**config.mk**
```make
export PLATFORM = sky130hd
export DESIGN_NAME = pipeline_cpu
export DESIGN_NICKNAME = d
export VERILOG_FILES = /design/src/source/core_pkg.sv /design/src/source/mem_req_if.sv /design/src/source/decode_stage.sv /design/src/source/execute_stage.sv /design/src/source/fetch_stage.sv /design/src/source/mem_bridge.sv /design/src/source/pipeline_cpu.sv
export SDC_FILE = /design/constraint.sdc
export NUM_CORES = 2
export LEC_CHECK = 0
export ABC_CLOCK_PERIOD_IN_PS = 9500
export BUFFER_PORTS_ARGS = -buffer_cell sky130_fd_sc_hd__buf_2
export CORE_ASPECT_RATIO = 1.2
export CORE_MARGIN = 2
export CORE_UTILIZATION = 35
export CTS_CLUSTER_DIAMETER = 50
export DETAILED_ROUTE_END_ITERATION = 16
export SETUP_SLACK_MARGIN = 0.5
export SYNTH_ARGS = -nofsm -noshare
export SYNTH_HDL_FRONTEND = slang
export SYNTH_SLANG_ARGS = --single-unit
```
**constraint.sdc**
```tcl
create_clock -name clk -period 9.5 [get_ports clk]
set_input_delay 0.95 -clock clk [delete_from_list [all_inputs] [get_ports clk]]
set_output_delay 0.95 -clock clk [all_outputs]
set_load 0.02 [all_outputs]
```
**src/source/core_pkg.sv**
```systemverilog
package core_pkg;

    typedef logic [31:0] word_t;
    typedef logic [31:0] addr_t;
    typedef logic [63:0] line_t;    // one main-memory word
    typedef logic [4:0]  reg_idx_t;
    typedef logic [63:0] order_t;

    typedef enum logic [1:0] {alu_add, alu_sub, alu_pass_b} alu_op_t;

    typedef enum logic [2:0] {idle, ifetch, dread, rmw_read, rmw_write} bridge_state_t;

    // opcode field, inst[6:0]
    localparam logic [6:0] op_imm    = 7'b0010011;
    localparam logic [6:0] op_reg    = 7'b0110011;
    localparam logic [6:0] op_load   = 7'b0000011;
    localparam logic [6:0] op_store  = 7'b0100011;
    localparam logic [6:0] op_branch = 7'b1100011;

    localparam logic [2:0] f3_zero = 3'b000;   // addi, add/sub, beq
    localparam logic [2:0] f3_word = 3'b010;   // lw, sw
    localparam logic [6:0] funct7_sub = 7'b0100000;

    typedef struct packed {
        logic  valid;
        addr_t pc;
        word_t inst;
    } if_id_t;

    typedef struct packed {
        logic     valid;
        addr_t    pc;
        reg_idx_t rs1;
        reg_idx_t rs2;
        word_t    rs1_v;
        word_t    rs2_v;
        word_t    imm;
        reg_idx_t rd;
        alu_op_t  alu_op;
        logic     use_imm;
        logic     mem_read;
        logic     mem_write;
        logic     is_branch;
        logic     regf_we;
    } id_ex_t;

    typedef struct packed {
        logic     valid;
        addr_t    pc;
        reg_idx_t rd;
        word_t    alu_result;
        word_t    store_v;
        logic     mem_read;
        logic     mem_write;
        logic     regf_we;
    } ex_mem_t;

    typedef struct packed {
        logic     valid;
        addr_t    pc;
        reg_idx_t rd;
        word_t    rd_v;
        logic     regf_we;
    } mem_wb_t;

endpackage

```
**src/source/mem_req_if.sv**
```systemverilog
`timescale 1ns/1ps

// 32-bit request channel between a pipeline client and the memory bridge
interface mem_req_if;
    import core_pkg::*;

    addr_t addr;
    logic  read;
    logic  write;
    word_t wdata;
    word_t rdata;   // valid with resp on a read
    logic  resp;    // one-cycle pulse

    modport client (
        output addr, read, write, wdata,
        input  rdata, resp
    );

    modport server (
        input  addr, read, write, wdata,
        output rdata, resp
    );

endinterface

```
**src/source/decode_stage.sv**
```systemverilog
`timescale 1ns/1ps

module decode_stage (
    input  logic               clk,
    input  logic               rst,
    input  core_pkg::if_id_t   if_id,
    input  logic               wb_we,
    input  core_pkg::reg_idx_t wb_rd,
    input  core_pkg::word_t    wb_v,
    output core_pkg::id_ex_t   id_ex_next
);
    import core_pkg::*;

    word_t    regs [32];
    logic [6:0] opcode;
    logic [2:0] funct3;
    logic [6:0] funct7;
    reg_idx_t rs1;
    reg_idx_t rs2;
    reg_idx_t rd;
    logic     legal;
    logic     writes_rd;

    assign opcode = if_id.inst[6:0];
    assign funct3 = if_id.inst[14:12];
    assign funct7 = if_id.inst[31:25];
    assign rs1    = if_id.inst[19:15];
    assign rs2    = if_id.inst[24:20];
    assign rd     = if_id.inst[11:7];

    always_ff @(posedge clk)
    begin
        if (rst)
        begin
            for (int i = 0; i < 32; i++)
                regs[i] <= '0;
        end
        else if (wb_we && wb_rd != '0)
            regs[wb_rd] <= wb_v;   // x0 stays zero
    end

    always_comb
    begin
        legal     = 1'b0;
        writes_rd = 1'b0;
        id_ex_next.imm       = '0;
        id_ex_next.alu_op    = alu_pass_b;
        id_ex_next.use_imm   = 1'b0;
        id_ex_next.mem_read  = 1'b0;
        id_ex_next.mem_write = 1'b0;
        id_ex_next.is_branch = 1'b0;

        case (opcode)
            op_imm:
            begin
                legal     = (funct3 == f3_zero);
                writes_rd = 1'b1;
                id_ex_next.imm     = {{20{if_id.inst[31]}}, if_id.inst[31:20]};
                id_ex_next.alu_op  = alu_add;
                id_ex_next.use_imm = 1'b1;
            end
            op_reg:
            begin
                legal     = (funct3 == f3_zero) && ((funct7 & ~funct7_sub) == '0);
                writes_rd = 1'b1;
                id_ex_next.alu_op = (funct7 == funct7_sub) ? alu_sub : alu_add;
            end
            op_load:
            begin
                legal     = (funct3 == f3_word);
                writes_rd = 1'b1;
                id_ex_next.imm      = {{20{if_id.inst[31]}}, if_id.inst[31:20]};
                id_ex_next.alu_op   = alu_add;
                id_ex_next.use_imm  = 1'b1;
                id_ex_next.mem_read = 1'b1;
            end
            op_store:
            begin
                legal = (funct3 == f3_word);
                id_ex_next.imm       = {{20{if_id.inst[31]}}, if_id.inst[31:25], rd};
                id_ex_next.alu_op    = alu_add;
                id_ex_next.use_imm   = 1'b1;
                id_ex_next.mem_write = 1'b1;
            end
            op_branch:
            begin
                legal = (funct3 == f3_zero);   // beq only
                id_ex_next.imm = {{19{if_id.inst[31]}}, if_id.inst[31], if_id.inst[7],
                                  if_id.inst[30:25], if_id.inst[11:8], 1'b0};
                id_ex_next.is_branch = 1'b1;
            end
            default: legal = 1'b0;
        endcase

        id_ex_next.valid   = if_id.valid & legal;   // unknown encodings become bubbles
        id_ex_next.pc      = if_id.pc;
        id_ex_next.rs1     = rs1;
        id_ex_next.rs2     = rs2;
        id_ex_next.rd      = rd;
        id_ex_next.regf_we = writes_rd && (rd != '0);
        // read-during-write returns the new value
        id_ex_next.rs1_v   = (wb_we && wb_rd == rs1 && rs1 != '0) ? wb_v : regs[rs1];
        id_ex_next.rs2_v   = (wb_we && wb_rd == rs2 && rs2 != '0) ? wb_v : regs[rs2];
    end

endmodule

```
**src/source/execute_stage.sv**
```systemverilog
`timescale 1ns/1ps

module execute_stage (
    input  core_pkg::id_ex_t   id_ex,
    input  core_pkg::reg_idx_t mem_rd,
    input  core_pkg::word_t    mem_v,
    input  logic               mem_we,
    input  core_pkg::reg_idx_t wb_rd,
    input  core_pkg::word_t    wb_v,
    input  logic               wb_we,
    output core_pkg::ex_mem_t  ex_mem_next,
    output logic               br_taken,
    output core_pkg::addr_t    br_target
);
    import core_pkg::*;

    word_t op_a;
    word_t rs2_f;   // forwarded rs2, also the store data
    word_t op_b;
    word_t result;

    // newest producer wins
    always_comb
    begin
        if (mem_we && mem_rd != '0 && mem_rd == id_ex.rs1)
            op_a = mem_v;
        else if (wb_we && wb_rd != '0 && wb_rd == id_ex.rs1)
            op_a = wb_v;
        else
            op_a = id_ex.rs1_v;

        if (mem_we && mem_rd != '0 && mem_rd == id_ex.rs2)
            rs2_f = mem_v;
        else if (wb_we && wb_rd != '0 && wb_rd == id_ex.rs2)
            rs2_f = wb_v;
        else
            rs2_f = id_ex.rs2_v;
    end

    assign op_b = id_ex.use_imm ? id_ex.imm : rs2_f;

    always_comb
    begin
        case (id_ex.alu_op)
            alu_add: result = op_a + op_b;
            alu_sub: result = op_a - op_b;
            default: result = op_b;
        endcase
    end

    assign br_taken  = id_ex.valid & id_ex.is_branch & (op_a == rs2_f);
    assign br_target = id_ex.pc + id_ex.imm;

    assign ex_mem_next.valid      = id_ex.valid;
    assign ex_mem_next.pc         = id_ex.pc;
    assign ex_mem_next.rd         = id_ex.rd;
    assign ex_mem_next.alu_result = result;
    assign ex_mem_next.store_v    = rs2_f;
    assign ex_mem_next.mem_read   = id_ex.mem_read;
    assign ex_mem_next.mem_write  = id_ex.mem_write;
    assign ex_mem_next.regf_we    = id_ex.regf_we;

endmodule

```
**src/source/fetch_stage.sv**
```systemverilog
`timescale 1ns/1ps

module fetch_stage #(
    parameter core_pkg::addr_t reset_pc = '0
) (
    input  logic               clk,
    input  logic               rst,
    input  logic               stall,
    input  logic               br_taken,
    input  core_pkg::addr_t    br_target,
    mem_req_if.client          imem,
    output logic               istall,
    output core_pkg::if_id_t   if_id_next
);
    import core_pkg::*;

    addr_t pc;
    word_t inst_q;     // instruction held while the pipeline is stalled
    logic  have_q;
    logic  inst_ok;

    // request stays open until the bridge answers
    assign imem.addr  = pc;
    assign imem.read  = ~have_q;
    assign imem.write = 1'b0;
    assign imem.wdata = '0;

    assign inst_ok = have_q | imem.resp;
    assign istall  = ~inst_ok;

    assign if_id_next.valid = inst_ok & ~br_taken;   // squashed path is dropped
    assign if_id_next.pc    = pc;
    assign if_id_next.inst  = have_q ? inst_q : imem.rdata;

    always_ff @(posedge clk)
    begin
        if (rst)
        begin
            pc     <= reset_pc;
            have_q <= 1'b0;
        end
        else if (!stall && inst_ok)
        begin
            pc     <= br_taken ? br_target : pc + 32'd4;
            have_q <= 1'b0;
        end
        else if (imem.resp)
            have_q <= 1'b1;   // park it until dstall clears
    end

    always_ff @(posedge clk)
    begin
        if (imem.resp)
            inst_q <= imem.rdata;
    end

    pc_word_aligned: assert property (@(posedge clk) disable iff (rst) pc[1:0] == 2'b00)
        else $error("fetch pc %h is not word aligned", pc);

endmodule

```
**src/source/mem_bridge.sv**
```systemverilog
`timescale 1ns/1ps

module mem_bridge (
    input  logic             clk,
    input  logic             rst,
    mem_req_if.server        imem,
    mem_req_if.server        dmem,
    output core_pkg::addr_t  bmem_addr,
    output logic             bmem_read,
    output logic             bmem_write,
    output core_pkg::line_t  bmem_wdata,
    input  logic             bmem_ready,
    input  core_pkg::addr_t  bmem_raddr,
    input  core_pkg::line_t  bmem_rdata,
    input  logic             bmem_rvalid
);
    import core_pkg::*;

    bridge_state_t state;
    addr_t sel_addr;
    line_t line_q;       // returned line, or the merged line for a store
    line_t merged;
    word_t half_v;
    logic  issued_q;     // read accepted by main memory
    logic  got_q;        // read data is in line_q
    logic  read_state;
    logic  rvalid_hit;

    assign sel_addr   = (state == ifetch) ? imem.addr : dmem.addr;
    assign bmem_addr  = {sel_addr[31:3], 3'b000};   // 8-byte aligned
    assign read_state = (state == ifetch) || (state == dread) || (state == rmw_read);
    assign bmem_read  = read_state && !issued_q;
    assign bmem_write = (state == rmw_write);
    assign bmem_wdata = line_q;
    assign rvalid_hit = bmem_rvalid && issued_q && (bmem_raddr == bmem_addr);

    // store word replaces one half, the other half comes from memory
    assign merged = dmem.addr[2] ? {dmem.wdata, bmem_rdata[31:0]}
                                 : {bmem_rdata[63:32], dmem.wdata};

    assign half_v     = sel_addr[2] ? line_q[63:32] : line_q[31:0];
    assign imem.rdata = half_v;
    assign dmem.rdata = half_v;
    assign imem.resp  = (state == ifetch) && got_q;
    assign dmem.resp  = ((state == dread) && got_q) || ((state == rmw_write) && bmem_ready);

    always_ff @(posedge clk)
    begin
        if (rst)
        begin
            state    <= idle;
            issued_q <= 1'b0;
            got_q    <= 1'b0;
        end
        else
        begin
            case (state)
                idle:
                begin
                    issued_q <= 1'b0;
                    got_q    <= 1'b0;
                    if (dmem.read)
                        state <= dread;      // data side first
                    else if (dmem.write)
                        state <= rmw_read;
                    else if (imem.read)
                        state <= ifetch;
                end
                ifetch, dread:
                begin
                    if (bmem_read && bmem_ready)
                        issued_q <= 1'b1;
                    if (rvalid_hit)
                        got_q <= 1'b1;
                    if (got_q)
                        state <= idle;   // resp goes out this cycle
                end
                rmw_read:
                begin
                    if (bmem_read && bmem_ready)
                        issued_q <= 1'b1;
                    if (rvalid_hit)
                        state <= rmw_write;
                end
                rmw_write:
                    if (bmem_ready)
                        state <= idle;
                default: state <= idle;
            endcase
        end
    end

    always_ff @(posedge clk)
    begin
        if (rvalid_hit)
            line_q <= (state == rmw_read) ? merged : bmem_rdata;
    end

    // a request that waits for bmem_ready stays as it is
    req_held: assert property (@(posedge clk) disable iff (rst)
        (bmem_read || bmem_write) && !bmem_ready |=> bmem_read == $past(bmem_read)
            && bmem_write == $past(bmem_write) && $stable(bmem_addr) && $stable(bmem_wdata))
        else $error("bmem request changed while bmem_ready was low");

    imem_resp_requested: assert property (@(posedge clk) disable iff (rst)
        imem.resp |-> imem.read)
        else $error("fetch response without a fetch request");

    dmem_resp_requested: assert property (@(posedge clk) disable iff (rst)
        dmem.resp |-> (dmem.read || dmem.write))
        else $error("data response without a data request");

endmodule

```
**src/source/pipeline_cpu.sv**
```systemverilog
`timescale 1ns/1ps

module pipeline_cpu #(
    parameter core_pkg::addr_t reset_pc = '0
) (
    input  logic               clk,
    input  logic               rst,

    output core_pkg::addr_t    bmem_addr,
    output logic               bmem_read,
    output logic               bmem_write,
    output core_pkg::line_t    bmem_wdata,
    input  logic               bmem_ready,
    input  core_pkg::addr_t    bmem_raddr,
    input  core_pkg::line_t    bmem_rdata,
    input  logic               bmem_rvalid,

    output logic               commit_valid,
    output core_pkg::order_t   commit_order,
    output core_pkg::addr_t    commit_pc,
    output core_pkg::reg_idx_t commit_rd,
    output core_pkg::word_t    commit_rd_v
);
    import core_pkg::*;

    if_id_t  if_id_next, if_id;
    id_ex_t  id_ex_next, id_ex;
    ex_mem_t ex_mem_next, ex_mem;
    mem_wb_t mem_wb_next, mem_wb;

    logic   istall;
    logic   dstall;
    logic   stall;
    logic   br_taken;
    addr_t  br_target;
    logic   got_resp;    // dmem answered, waiting for fetch to catch up
    word_t  load_q;
    word_t  load_v;
    logic   mem_access;
    order_t order_q;

    mem_req_if imem ();
    mem_req_if dmem ();

    assign stall = istall | dstall;

    assign mem_access = ex_mem.valid & (ex_mem.mem_read | ex_mem.mem_write);
    assign dstall     = mem_access & ~(dmem.resp | got_resp);

    // strobes drop once answered, even if fetch still stalls
    assign dmem.addr  = ex_mem.alu_result;
    assign dmem.wdata = ex_mem.store_v;
    assign dmem.read  = ex_mem.valid & ex_mem.mem_read & ~got_resp;
    assign dmem.write = ex_mem.valid & ex_mem.mem_write & ~got_resp;

    assign load_v = got_resp ? load_q : dmem.rdata;

    assign mem_wb_next.valid   = ex_mem.valid;
    assign mem_wb_next.pc      = ex_mem.pc;
    assign mem_wb_next.rd      = ex_mem.rd;
    assign mem_wb_next.rd_v    = ex_mem.mem_read ? load_v : ex_mem.alu_result;
    assign mem_wb_next.regf_we = ex_mem.regf_we;

    always_ff @(posedge clk)
    begin
        if (rst)
            got_resp <= 1'b0;
        else if (!stall)
            got_resp <= 1'b0;
        else if (dmem.resp)
            got_resp <= 1'b1;
    end

    always_ff @(posedge clk)
    begin
        if (dmem.resp)
            load_q <= dmem.rdata;
    end

    always_ff @(posedge clk)
    begin
        if (rst)
        begin
            if_id  <= '0;
            id_ex  <= '0;
            ex_mem <= '0;
            mem_wb <= '0;
        end
        else if (stall)
        begin
            if (br_taken)
                if_id <= '0;   // everything else holds
        end
        else
        begin
            if_id  <= br_taken ? '0 : if_id_next;
            id_ex  <= br_taken ? '0 : id_ex_next;
            ex_mem <= ex_mem_next;
            mem_wb <= mem_wb_next;
        end
    end

    always_ff @(posedge clk)
    begin
        if (rst)
            order_q <= '0;
        else if (commit_valid)
            order_q <= order_q + 64'd1;
    end

    assign commit_valid = mem_wb.valid & ~stall;
    assign commit_order = order_q;
    assign commit_pc    = mem_wb.pc;
    assign commit_rd    = mem_wb.regf_we ? mem_wb.rd : '0;
    assign commit_rd_v  = mem_wb.regf_we ? mem_wb.rd_v : '0;

    fetch_stage #(.reset_pc(reset_pc)) fetch_stage_inst (
        .clk        (clk),
        .rst        (rst),
        .stall      (stall),
        .br_taken   (br_taken),
        .br_target  (br_target),
        .imem       (imem),
        .istall     (istall),
        .if_id_next (if_id_next)
    );

    decode_stage decode_stage_inst (
        .clk        (clk),
        .rst        (rst),
        .if_id      (if_id),
        .wb_we      (mem_wb.valid & mem_wb.regf_we),
        .wb_rd      (mem_wb.rd),
        .wb_v       (mem_wb.rd_v),
        .id_ex_next (id_ex_next)
    );

    execute_stage execute_stage_inst (
        .id_ex       (id_ex),
        .mem_rd      (ex_mem.rd),
        .mem_v       (mem_wb_next.rd_v),   // load value once returned
        .mem_we      (ex_mem.valid & ex_mem.regf_we),
        .wb_rd       (mem_wb.rd),
        .wb_v        (mem_wb.rd_v),
        .wb_we       (mem_wb.valid & mem_wb.regf_we),
        .ex_mem_next (ex_mem_next),
        .br_taken    (br_taken),
        .br_target   (br_target)
    );

    mem_bridge mem_bridge_inst (
        .clk         (clk),
        .rst         (rst),
        .imem        (imem),
        .dmem        (dmem),
        .bmem_addr   (bmem_addr),
        .bmem_read   (bmem_read),
        .bmem_write  (bmem_write),
        .bmem_wdata  (bmem_wdata),
        .bmem_ready  (bmem_ready),
        .bmem_raddr  (bmem_raddr),
        .bmem_rdata  (bmem_rdata),
        .bmem_rvalid (bmem_rvalid)
    );

endmodule

```
==> run_results.csv <==
group,metric,value,unit
clocking,cts_tree,"built",
logic_synthesis,yosysMostFrequentCell,"edfxtp_1",
clocking,path_clk_slew,60,ps
route,wl_per_cell,29.6,um
sta,setup_tns,0,ps
logic_synthesis,ys.warnings.count,0,
sta,hold_viol,0,
route,ant_nets,0,
power,powerDensity,162,nW/um^2
clocking,cts_hold_buf,0,
logic_synthesis,ys_types,122,
sta,rsz0062_at_grt,"no",
sta,max_freq,0.127,GHz
power,irDropWorstVdd,0.167,mV
power,clockPowerShare,0.467,
hold_path,min_path_type,"primary input to flop",
logic_synthesis,syn_avg_cell_area,12.2,sq um
logic_synthesis,synthTopCellsByCount,"edfxtp_1 (1152), and2_1 (867), nand2_1 (650), mux4_2 (640), clkbuf_1 (487)",
clocking,cts_sinks,1638,
global_routing,grt_max_degree,174,
route,drt-initial-drc-count,7032,
logic_synthesis,syn-cell-area,87500,sq um
logic_synthesis,synth_flop_cell,"edfxtp_1",
die,fp.dieW,460,um
global_routing,grtUsageTotal,0.245,
final_layout,layout.nets,7379,
clocking,h-tree-depth,4,
die,start_util,0.351,
final_layout,final_cells,10700,
sta,relSlewSlack,0.0903,
setup_path,crit_fanout,39,
logic_synthesis,yosysSeqAreaShare,0.507,
die,ios,332,
final_layout,multi_input_area,41000,sq um
logic_synthesis,ys_ff_latch,1638,
setup_path,cp.arrival,8560,ps
placed_design,io_buffers,328,
flow_run,maxCapViolCount,0,
placed_design,hpwl,208,mm
sta,finalCritPeriodShare,0.830,
placed_design,place_inst,10400,
placed_design,place_congestion,0.964,
logic_synthesis,yosysTopAreaCell,"edfxtp_1",
power,pwr-share-seq,0.494,
setup_path,critical_path_class,"flop to flop",
sta,worst_pin_slew,1360,ps
setup_path,crit_path_start_kind,"flop",
sta,clock_skew,148,ps
power,p_int,0.0124,W
sta,whs,355,ps
die,die_y,552,um
route,viasPerCell,5.79,
status,status,"complete, no violations",
logic_synthesis,synth_edf_count,1152,
setup_path,end_kind,"flop",
power,p_switching,0.00370,W
sta,fin_crit,7880,ps
global_routing,grt_pass1_wl,452,mm
logic_synthesis,async_flop_share,0,
die,die_area,254000,sq um
route,drt_wl_total,317,mm
setup_path,critPathRequiredTime,10180,ps
logic_synthesis,yosys.area.top_type_share,0.395,
global_routing,gr-total-overflow,0,
clocking,cts_setup_buffers,0,
die,core,249000,sq um
clocking,clkLatencyLatePin,890,ps
power,p_leak,33.1,nW
clocking,cts_root_buf,"clkbuf_16",
clocking,cts_max_path_buffers,4,
clocking,cts_buffers,198,
power,switching_share,0.230,
die,rows,201,
global_routing,antenna_found_initial,11,
route,drt-pass1-iter-count,5,
sta,slew_violations,0,
final_layout,synthToLayoutAreaGrowth,13.3,%
final_layout,register_area,44400,sq um
final_layout,drive_above_1_share,0.231,
logic_synthesis,synth_area_leaders,"edfxtp_1 (40%), mux4_2 (16%), dfxtp_1 (11%)",
power,p_comb_frac,0.039,
route,num_vias,62100,
setup_path,rrSetupSlack,1620,ps
final_layout,num-fill-cells,23400,
route,drc,0,
clocking,cts.repair.resized,0,
sta,setup_viol,0,
logic_synthesis,postSynthCellCount,7156,
global_routing,first_global_vias,61900,
cells in the final DEF, fill, tap and decap left out, drive strengths merged, types with 59 or more instances in the layout:
| cell | netlist | routed |
|---|---|---|
| nand2 | 654 | 654 |
| inv | 53 | 80 |
| nor3 | 275 | 275 |
| xnor2 | 112 | 112 |
| and2 | 868 | 868 |
| o21ai | 317 | 317 |
| buf | 180 | 495 |
| a21oi | 321 | 321 |
| clkbuf | 493 | 243 |
| clkinv | 4 | 71 |
| dfxtp | 486 | 486 |
| nand3 | 69 | 69 |
| mux2 | 105 | 105 |
| mux2i | 161 | 161 |
| edfxtp | 1152 | 1152 |
| nor2 | 359 | 359 |
| a22o | 59 | 59 |
| xor2 | 121 | 121 |
| mux4 | 640 | 640 |
| ha | 65 | 65 |
| a211oi | 59 | 59 |
path summary, 6_finish.rpt:
path | from | to | depth (start not counted)
hold / removal | bmem_rdata[28] | mem_bridge_inst.bmem_wdata[28] | 2
setup / recovery | mem_bridge_inst.state[1] | dmem.addr[31] | 22
setup reg to reg | mem_bridge_inst.state[1] | dmem.addr[31] | 22
hold reg to reg | if_id[47] | id_ex[133] | 1
cell families (layout without fill, tap and decap cells):
group,Yosys count,after routing,share of synthesized area
AND/OR/NAND/NOR,2499,2499,0.148
flip-flops,1638,1638,0.507
AO/OA/AOI/OAI,1082,1082,0.0811
multiplexers,906,906,0.197
buffers and inverters,730,907,0.0348
XOR/XNOR,233,233,0.0233
adder cells (fa/ha/maj),67,67,0.00975
other,1,46,0.0000429
state kept, by name, indices dropped and copies added, names as in the netlist, named ones only:
signal	count
commit_order	64
commit_pc	32
decode_stage_inst.regs	1024
dmem.addr	32
dmem.wdata	32
ex_mem	41
fetch_stage_inst.have_q	1
fetch_stage_inst.imem.addr	32
fetch_stage_inst.inst_q	32
got_resp	1
id_ex	132
if_id	65
load_q	32
mem_bridge_inst.bmem_wdata	64
mem_bridge_inst.got_q	1
mem_bridge_inst.issued_q	1
mem_bridge_inst.state	3
mem_wb	39
cell type report:
| class | count | share of cell area |
|---|---|---|
| Sequential cell | 1638 | 0.447 |
| Multi-Input combinational cell | 4822 | 0.413 |
| Clock buffer | 243 | 0.0535 |
| Tap cell | 3349 | 0.0423 |
| Timing Repair Buffer | 495 | 0.0306 |
| Clock inverter | 112 | 0.0104 |
| Inverter | 57 | 0.00217 |
| Antenna cell | 11 | 0.000278 |
critical path, stage by stage (launching register included):
cell,delay [ps]
dfxtp_1,620
or3b_2,930
mux2i_1,370
a221oi_1,950
nand2_1,200
o21ai_2,140
o21ai_0,240
nor4b_1,770
a21oi_1,180
xor2_1,180
ha_1,370
and4_1,250
a221oi_1,240
o21ai_0,160
a221o_1,370
a41o_1,220
a21o_1,220
a2111o_1,450
nand3_1,120
a31oi_1,100
xnor2_1,150
a21o_1,190
a32o_1,240
power groups by stage:
| stage | Combinational (W) | Clock, W | Sequential [W] |
|---|---|---|---|
| global placement | 0.000613 | 0 | 0.00807 |
| floorplan | 0.000375 | 0 | 0.00807 |
| CTS | 0.000623 | 0.00760 | 0.00795 |
| detailed placement | 0.000621 | 0 | 0.00810 |
| finish | 0.000629 | 0.00751 | 0.00795 |
| global route | 0.000647 | 0.00787 | 0.00797 |
routing by layer:
metal / global-route usage / wire length [um] / vias to the layer above
li1: - / - / 26900
met1: 0.300 / 120000 / 31700
met2: 0.414 / 155000 / 2957
met3: 0.0487 / 26800 / 661
met4: 0.113 / 15900 / 4
met5: 0 / 29 / -
metrics by stage:
step / setup slack (ps) / util / power [W] / area, sq um
floorplan: 2550 / - / 0.00845 / 87600
global placement: 1890 / 0.372 / 0.00869 / 92800
detailed placement: 1870 / 0.372 / 0.00872 / 92800
CTS: 1790 / 0.398 / 0.0162 / 99100
global route: 1230 / 0.398 / 0.0165 / 99100
finish: 1620 / 0.398 / 0.0161 / 99100
(Power assumes the default switching activity.)
